### src/core_config.svh
//------------------------------------------------
// Shared widths and machine timer register map
// Register addresses are full byte addresses of 32-bit words
// Only aligned word accesses are decoded
//------------------------------------------------
`ifndef CORE_CONFIG_SVH
`define CORE_CONFIG_SVH

//------------------------------------------------
// Datapath widths
//------------------------------------------------
`define XLEN                  32                   // Register data width
`define PC_SZ                 32                   // Address width

//------------------------------------------------
// Machine timer register map
//------------------------------------------------
// Layout follows the usual CLINT offsets
`define MMR_MSIP_ADDR         32'h0200_0000        // Software interrupt pending
`define MMR_MTIMECMP_LO_ADDR  32'h0200_4000        // Compare value bits 31:0
`define MMR_MTIMECMP_HI_ADDR  32'h0200_4004        // Compare value bits 63:32
`define MMR_MTIME_LO_ADDR     32'h0200_BFF8        // Free running time bits 31:0
`define MMR_MTIME_HI_ADDR     32'h0200_BFFC        // Free running time bits 63:32

// All ones keeps timer_irq quiet until software programs a compare value
`define MTIMECMP_RESET        64'hFFFF_FFFF_FFFF_FFFF

`endif
### src/ctrl_pkg.sv
//------------------------------------------------
// Types for fetch redirects and stage flushes
// Redirect flags are single cycle strobes from the stages
//------------------------------------------------
`include "core_config.svh"

package ctrl_pkg;

   //------------------------------------------------
   // Redirect request, 33 bits
   //------------------------------------------------
   typedef struct packed
   {
      logic                flag;                   // Reload the fetch PC
      logic [`PC_SZ-1:0]   addr;                   // New fetch PC
   } redirect_t;

   // Write-back redirect also covers I-cache reload, 34 bits
   typedef struct packed
   {
      redirect_t           pc;                     // Trap or reload target
      logic                ic_flag;                // Store hit the instruction space
   } wb_redirect_t;

   // Per-stage flush, 3 bits
   typedef struct packed
   {
      logic                dec;
      logic                exe;
      logic                mem;                    // Only write-back redirects reach MEM
   } flush_t;

endpackage

### src/mmr_pkg.sv
//------------------------------------------------
// Types for memory-mapped timer register accesses
// A request carries exactly one of rd or wr when valid
//------------------------------------------------
`include "core_config.svh"

package mmr_pkg;

   // 64-bit timer value, used for mtime and mtimecmp
   typedef logic [2*`XLEN-1:0] timer_t;

   //------------------------------------------------
   // MEM stage access, 67 bits
   //------------------------------------------------
   typedef struct packed
   {
      logic                valid;                  // Single cycle strobe
      logic                rd;                     // Load
      logic                wr;                     // Store
      logic [`PC_SZ-1:0]   addr;                   // Byte address of the word
      logic [`XLEN-1:0]    wr_data;                // Store data
   } mmr_req_t;

   // Read response, 34 bits
   typedef struct packed
   {
      logic                valid;                  // One cycle after the read request
      logic                fault;                  // Address matched no register
      logic [`XLEN-1:0]    rd_data;                // Zero on fault
   } mmr_rsp_t;

   // Decoded write strobes, 37 bits
   typedef struct packed
   {
      logic                msip;
      logic                mtime_lo;
      logic                mtime_hi;
      logic                mtimecmp_lo;
      logic                mtimecmp_hi;
      logic [`XLEN-1:0]    data;                   // Shared by all strobes
   } mmr_wr_t;

endpackage

### src/core_ctrl.sv
//------------------------------------------------
// Core level control between the pipeline stages
// Stage requests arrive as plain strobes and levels
//------------------------------------------------
`include "core_config.svh"

module core_ctrl
   import mmr_pkg::*;
   import ctrl_pkg::*;
(
   input  logic               clk_in,
   input  logic               rst_n,

   // MEM stage register access
   input  mmr_req_t           mmr_req,
   output mmr_rsp_t           mmr_rsp,

   // Stage redirect requests
   input  redirect_t          exe_redirect,
   input  wb_redirect_t       wb_redirect,
   input  logic               wfi,
   input  logic               ext_irq,

   // Timer and interrupts
   output timer_t             mtime,               // To the CSR file
   output logic               timer_irq,
   output logic               sw_irq,

   // Fetch and pipeline control
   output logic               pc_reload,
   output logic               ic_reload,
   output logic [`PC_SZ-1:0]  pc_reload_addr,
   output flush_t             flush,
   output logic               cpu_halt
);

   mmr_wr_t mmr_wr;                                // Decoded store strobes
   timer_t  mtimecmp;                              // Read back through the decoder
   logic    msip;

   //------------------------------------------------
   // Memory-mapped timer registers
   //------------------------------------------------
   mmr_decode u_decode
   (
      .clk_in     (clk_in),
      .rst_n      (rst_n),
      .mmr_req    (mmr_req),
      .mtime      (mtime),
      .mtimecmp   (mtimecmp),
      .msip       (msip),
      .mmr_wr     (mmr_wr),
      .mmr_rsp    (mmr_rsp)
   );

   mtimer u_timer
   (
      .clk_in     (clk_in),
      .rst_n      (rst_n),
      .mmr_wr     (mmr_wr),
      .mtime      (mtime),
      .mtimecmp   (mtimecmp),
      .msip       (msip),
      .timer_irq  (timer_irq),
      .sw_irq     (sw_irq)
   );

   //------------------------------------------------
   // Redirects, flushes and halt
   //------------------------------------------------
   pipe_ctrl u_pipe
   (
      .clk_in         (clk_in),
      .rst_n          (rst_n),
      .exe_redirect   (exe_redirect),
      .wb_redirect    (wb_redirect),
      .wfi            (wfi),
      .ext_irq        (ext_irq),
      .pc_reload      (pc_reload),
      .ic_reload      (ic_reload),
      .pc_reload_addr (pc_reload_addr),
      .flush          (flush),
      .cpu_halt       (cpu_halt)
   );

endmodule

### src/pipe_ctrl.sv
//------------------------------------------------
// Fetch redirect select, stage flushes and halt/wake
// Redirect and flush outputs are combinational from the stage flags
// ext_irq wakes the core even when wfi arrives in the same cycle
//------------------------------------------------
`include "core_config.svh"

module pipe_ctrl
   import ctrl_pkg::*;
(
   input  logic               clk_in,
   input  logic               rst_n,
   input  redirect_t          exe_redirect,        // Branch mispredict
   input  wb_redirect_t       wb_redirect,         // Trap or I-cache reload
   input  logic               wfi,                 // Single cycle pulse from write-back
   input  logic               ext_irq,             // Level
   output logic               pc_reload,
   output logic               ic_reload,
   output logic [`PC_SZ-1:0]  pc_reload_addr,
   output flush_t             flush,
   output logic               cpu_halt
);

   logic exe_flag;
   logic wb_flag;
   logic any_flag;                                 // Either stage wants a redirect

   assign exe_flag = exe_redirect.flag;
   assign wb_flag  = wb_redirect.pc.flag;
   assign any_flag = exe_flag | wb_flag;

   //------------------------------------------------
   // Redirect priority
   //------------------------------------------------
   // Write-back holds the older instruction, so it wins
   assign pc_reload      = any_flag;
   assign pc_reload_addr = wb_flag ? wb_redirect.pc.addr : exe_redirect.addr;
   assign ic_reload      = wb_redirect.ic_flag;    // Refetch after self-modifying store

   //------------------------------------------------
   // Stage flushes
   //------------------------------------------------
   // A mispredict only kills the stages younger than execute
   // The instruction already in MEM is kept
   always_comb
   begin
      flush.dec = any_flag;
      flush.exe = any_flag;
      flush.mem = wb_flag;                         // Trap also kills MEM
   end

   //------------------------------------------------
   // Halt and wake
   //------------------------------------------------
   always_ff @(posedge clk_in or negedge rst_n)
   begin
      if (!rst_n)
         cpu_halt <= 1'b0;
      else if (ext_irq)
         cpu_halt <= 1'b0;                         // Wake has priority
      else if (wfi)
         cpu_halt <= 1'b1;                         // Sleep until an interrupt
   end

endmodule

### src/mtimer.sv
//------------------------------------------------
// Machine timer with mtime, mtimecmp and msip
// mtime counts core clocks without a prescaler
// Halves are written one at a time, so a 64-bit update is not atomic
//------------------------------------------------
`include "core_config.svh"

module mtimer
   import mmr_pkg::*;
(
   input  logic      clk_in,
   input  logic      rst_n,
   input  mmr_wr_t   mmr_wr,                       // Decoded store strobes
   output timer_t    mtime,                        // Also read by the CSR file
   output timer_t    mtimecmp,
   output logic      msip,
   output logic      timer_irq,                    // Registered compare result
   output logic      sw_irq
);

   logic timer_hit;                                // mtime has reached mtimecmp

   //------------------------------------------------
   // mtime counter
   //------------------------------------------------
   // A written half loads the data
   // The other half holds for that cycle
   always_ff @(posedge clk_in or negedge rst_n)
   begin
      if (!rst_n)
         mtime <= '0;
      else if (mmr_wr.mtime_lo)
         mtime <= {mtime[2*`XLEN-1:`XLEN], mmr_wr.data};
      else if (mmr_wr.mtime_hi)
         mtime <= {mmr_wr.data, mtime[`XLEN-1:0]};
      else
         mtime <= mtime + 1'b1;                    // Free running
   end

   //------------------------------------------------
   // Compare register
   //------------------------------------------------
   always_ff @(posedge clk_in or negedge rst_n)
   begin
      if (!rst_n)
         mtimecmp <= `MTIMECMP_RESET;
      else if (mmr_wr.mtimecmp_lo)
         mtimecmp <= {mtimecmp[2*`XLEN-1:`XLEN], mmr_wr.data};
      else if (mmr_wr.mtimecmp_hi)
         mtimecmp <= {mmr_wr.data, mtimecmp[`XLEN-1:0]};
   end

   // Software interrupt pending bit
   always_ff @(posedge clk_in or negedge rst_n)
   begin
      if (!rst_n)
         msip <= 1'b0;
      else if (mmr_wr.msip)
         msip <= mmr_wr.data[0];                   // Upper bits ignored
   end

   //------------------------------------------------
   // Interrupt generation
   //------------------------------------------------
   // Unsigned 64-bit compare
   assign timer_hit = (mtime >= mtimecmp);

   // One cycle behind the compare
   always_ff @(posedge clk_in or negedge rst_n)
   begin
      if (!rst_n)
         timer_irq <= 1'b0;
      else
         timer_irq <= timer_hit;
   end

   assign sw_irq = msip;                           // Level held until a store clears msip

endmodule

### src/mmr_decode.sv
//------------------------------------------------
// Decodes MEM stage accesses to the timer registers
// Writes are strobed in the same cycle, reads answer one cycle later
// Every request is accepted without back-pressure
//------------------------------------------------
`include "core_config.svh"

module mmr_decode
   import mmr_pkg::*;
(
   input  logic      clk_in,
   input  logic      rst_n,
   input  mmr_req_t  mmr_req,                      // From MEM stage
   input  timer_t    mtime,                        // Current register values for reads
   input  timer_t    mtimecmp,
   input  logic      msip,
   output mmr_wr_t   mmr_wr,                       // To mtimer
   output mmr_rsp_t  mmr_rsp                       // Back to MEM stage
);

   logic             wr_en;                        // Valid store
   logic             rd_en;                        // Valid load
   logic [`XLEN-1:0] rd_data;                      // Selected read word
   logic             rd_fault;                     // No register at this address
   logic             rsp_valid;
   logic             rsp_fault;
   logic [`XLEN-1:0] rsp_data;

   assign wr_en = mmr_req.valid & mmr_req.wr;
   assign rd_en = mmr_req.valid & mmr_req.rd;

   //------------------------------------------------
   // Address decode
   //------------------------------------------------
   always_comb
   begin
      mmr_wr      = '0;
      mmr_wr.data = mmr_req.wr_data;               // Data passes straight through
      rd_data     = '0;                            // Unmapped reads return zero
      rd_fault    = 1'b1;
      case (mmr_req.addr)
         `MMR_MSIP_ADDR:
         begin
            mmr_wr.msip = wr_en;
            rd_data     = {{(`XLEN-1){1'b0}}, msip};   // Zero extended
            rd_fault    = 1'b0;
         end
         `MMR_MTIMECMP_LO_ADDR:
         begin
            mmr_wr.mtimecmp_lo = wr_en;
            rd_data            = mtimecmp[`XLEN-1:0];
            rd_fault           = 1'b0;
         end
         `MMR_MTIMECMP_HI_ADDR:
         begin
            mmr_wr.mtimecmp_hi = wr_en;
            rd_data            = mtimecmp[2*`XLEN-1:`XLEN];
            rd_fault           = 1'b0;
         end
         `MMR_MTIME_LO_ADDR:
         begin
            mmr_wr.mtime_lo = wr_en;
            rd_data         = mtime[`XLEN-1:0];
            rd_fault        = 1'b0;
         end
         `MMR_MTIME_HI_ADDR:
         begin
            mmr_wr.mtime_hi = wr_en;
            rd_data         = mtime[2*`XLEN-1:`XLEN];
            rd_fault        = 1'b0;
         end
         default: ;                                // Writes here are dropped
      endcase
   end

   //------------------------------------------------
   // Read response register
   //------------------------------------------------
   always_ff @(posedge clk_in or negedge rst_n)
   begin
      if (!rst_n)
      begin
         rsp_valid <= 1'b0;
         rsp_fault <= 1'b0;
      end
      else
      begin
         rsp_valid <= rd_en;
         rsp_fault <= rd_en & rd_fault;
      end
   end

   // Value sampled before the edge, so a same-cycle write is not seen
   always_ff @(posedge clk_in)
   begin
      if (rd_en)
         rsp_data <= rd_data;
   end

   assign mmr_rsp = '{valid: rsp_valid, fault: rsp_fault, rd_data: rsp_data};

endmodule

### config.mk
export PLATFORM = sky130hd
export DESIGN_NAME = core_ctrl
export DESIGN_NICKNAME = d
export VERILOG_FILES = /design/src/ctrl_pkg.sv /design/src/mmr_pkg.sv /design/src/core_ctrl.sv /design/src/pipe_ctrl.sv /design/src/mtimer.sv /design/src/mmr_decode.sv
export VERILOG_INCLUDE_DIRS = /design/src /design/src/src
export SDC_FILE = /design/constraint.sdc
export NUM_CORES = 1
export LEC_CHECK = 0
export ABC_AREA = 0
export BUFFER_PORTS_ARGS = -buffer_cell sky130_fd_sc_hd__buf_2
export CORE_ASPECT_RATIO = 1.5
export CORE_MARGIN = 4
export CORE_UTILIZATION = 25
export DETAILED_ROUTE_END_ITERATION = 16
export GPL_ROUTABILITY_DRIVEN = 1
export GPL_TIMING_DRIVEN = 0
export PLACE_DENSITY_LB_ADDON = 0.05
export SYNTH_ARGS = -nofsm -noshare
export SYNTH_HDL_FRONTEND = slang
export SYNTH_SLANG_ARGS = --single-unit
### constraint.sdc
create_clock -name clk_in -period 3.34 [get_ports clk_in]
set_input_delay 0.334 -clock clk_in [delete_from_list [all_inputs] [get_ports clk_in]]
set_output_delay 0.334 -clock clk_in [all_outputs]
set_load 0.005 [all_outputs]
==> impl_metrics.tcl <==
set metrics [dict create \
    status "completed" \
    highest-signal-layer "met4" \
    cap_violations 0 \
    cts_inserted_buffers 17 \
    syn_nets 1287 \
    relSlewSlack 0.0578 \
    cts_tree "built" \
    final_common_cell "buf_2" \
    final_max_slew_viol_count 0 \
    port_buffers 272 \
    htree_levels 4 \
    final_area_mm2 0.0133 \
    seq_power_share 0.456 \
    period_share 0.955 \
    internal-power_mw 3.46 \
    combinationalPowerShare 0.070 \
    ys_async_sr_fraction 0.806 \
    ir_drop_mv 0.319 \
    synth.avg_cell_area_um2 9.71 \
    num_rows 91 \
    dr.pass1.iters 5 \
    register_area_mm2 0.00437 \
    drt_iter0_drc 508 \
    hold_ws_ps 25.2 \
    core_area_mm2 0.0413 \
    finalNonFillerCells 1948 \
    synthFlopType "dfrtp_1" \
    cp-end-kind "flop" \
    multiInputGateArea_mm2 0.00567 \
    tns_ps 0 \
    drt-wirelength-per-cell_um 25.0 \
    overflow 0 \
    route.met3.wl_mm 2.17 \
    start_util 0.255 \
    swShare 0.238 \
    cts_buffer_depth 2 \
    p_leak_nw 5.64 \
    clock_latency_ps 460 \
    die_h_um 259 \
    path_max_fanout 10 \
    layout_common_cells "buf_2, nor2_1, mux2_2, inv_1, nand2_1" \
    die_w_um 176 \
    drt-total-wl_mm 48.7 \
    nNetsFinal 1580 \
    vias_per_cell 5.10 \
    p_sw_mw 1.08 \
    cts.sinks 165 \
    cp.required_ps 3690 \
    num_io_pins 276 \
    worst-setup-path-type "in2reg" \
    tightest_slew_ps 1410 \
    dp.cells 1916 \
    maxClockFrequency_ghz 0.313 \
    die-area_mm2 0.0455 \
    hold_viol_final 0 \
    dpl-instance-area_mm2 0.0126 \
    finalSetupViolCount 0 \
    power.share.clock 0.474 \
    grt_first_pass_wirelength_mm 70.6 \
    start_kind "input port" \
    syn_area_mm2 0.0105 \
    ys_types 58 \
    drc 0 \
    p_per_area_mw_per_mm2 341 \
    ys_warn_count 0 \
    wl_met2_mm 26.2 \
    grt_start_max_net_pins 83 \
    fillers 4386 \
    ys_ff_latch 165 \
    ant_nets 0 \
    post-route-min-period_ps 3190 \
    cts_root_buf "clkbuf_16" \
    synth_enable_flop_cells 32 \
    antenna_cells 0 \
    seq_area_frac_synth 0.415 \
    syn_inst 1084 \
    final_util 0.321 \
    finClkSkew_ps 11.2 \
    cp.arrival_ps 3540 \
    grt_pass1_vias 10400 \
    dp_hpwl_mm 36.6 \
    layout-drive-gt1-share 0.355 \
    grt_usage 0.212 \
    rsz0062_at_grt "no" \
    routabilityCongestion 0.854 \
    area_delta_synth_final_pct 26.2 \
    antenna_found_initial 0 \
    wl_met1_mm 19.0 \
    via_count 9927 \
    hp-class "in2reg" \
    path_clk_slew_ps 70 \
]
routing by layer:
layer / track usage / vias to the layer above
met2: 0.398 / 281
met5: 0 / -
li1: - / 4618
met1: 0.242 / 4973
met3: 0.0374 / 55
met4: 0.0691 / 0
worst max-delay path, stage by stage:
cell and delay (ps):
buf_2 130, nand4b_1 190, nor4_2 590, and4_1 800, nand2_1 530, clkbuf_1 550, o22ai_1 320, nor2_1 60
path summary, 6_finish.rpt:
kind / end / depth (start not counted) / slack (ps) / from
min in group asynchronous: u_timer.mtime[3] / 2 / 400 / rst_n
max reg2reg: u_timer.mtime[55] / 8 / 200 / u_timer.mtime[2]
min: u_pipe.cpu_halt / 2 / 30 / ext_irq
min reg2reg: u_pipe.cpu_halt / 2 / 490 / u_pipe.cpu_halt
max in group asynchronous: u_timer.mtimecmp[23] / 3 / 2090 / rst_n
max: u_timer.mtime[42] / 8 / 150 / mmr_req[46]
cell families (layout without fill, tap and decap cells):
family	count (synthesis)	after routing	share of synthesized area
adder cells (fa/ha/maj)	65	65	0.0773
buffers and inverters	128	434	0.0485
AO/OA/AOI/OAI	236	236	0.155
AND/OR/NAND/NOR	358	358	0.167
XOR/XNOR	2	2	0.00166
multiplexers	130	130	0.135
flip-flops	165	165	0.415
repair_timing:
action,in CTS,in global routing
setup buffers,0,0
pin swaps,0,0
hold endpoints to repair,23,0
resized for setup,1,4
setup endpoints to repair,4,27
hold buffers,1,0
registers in the layout, indices dropped and copies added (netlist names):
register / flops
u_timer.mtimecmp: 64
u_timer.mtime: 64
u_decode.rsp_valid: 1
u_pipe.cpu_halt: 1
u_timer.timer_irq: 1
u_timer.msip: 1
u_decode.rsp_data: 32
u_decode.rsp_fault: 1
power by group through the flow:
stage	clock, mW	sequential, mW	combinational (mW)
floorplan	0	2.11	0.0935
global placement	0	2.11	0.315
detailed placement	0	2.11	0.324
CTS	2.21	2.07	0.326
global route	2.28	2.07	0.350
finish	2.15	2.07	0.316
synth_stat cells, types with 7 or more instances:
library cell,number,area (µm²)
mux2i_1,33,330
dfstp_2,64,1680
edfxtp_1,32,961
o22ai_1,17,106
nand2_1,70,263
a31oi_1,7,43.8
clkbuf_1,47,176
ha_1,65,813
and3_1,20,125
nor3_1,19,95.1
mux2_2,97,1090
dfrtp_1,69,1730
and2_1,12,75.1
nand4_1,32,200
nor4_1,13,81.3
a211oi_1,18,135
o221a_2,8,90.1
a21o_1,16,120
inv_1,71,267
a21oi_1,68,340
and4_1,14,123
nand3_1,39,195
o21ai_0,34,170
a221o_1,32,320
nor2_1,119,447
per-stage QoR:
stage	worst slack (ps)	power, mW
after floorplan	950	2.20
after global placement	-480	2.42
after detailed placement	-440	2.43
after CTS	39.4	4.60
after global routing	54.3	4.70
final	150	4.54
layout make-up:
cell class                      instances  area share
Multi-Input combinational cell        791       0.427
Sequential cell                       165       0.329
Timing Repair Buffer                  275       0.108
Tap cell                              558      0.0526
Clock buffer                           22      0.0365
Inverter                               71      0.0201
Buffer                                 56      0.0181
Clock inverter                         10     0.00951
Note: power is estimated with default switching activity, not from simulation.
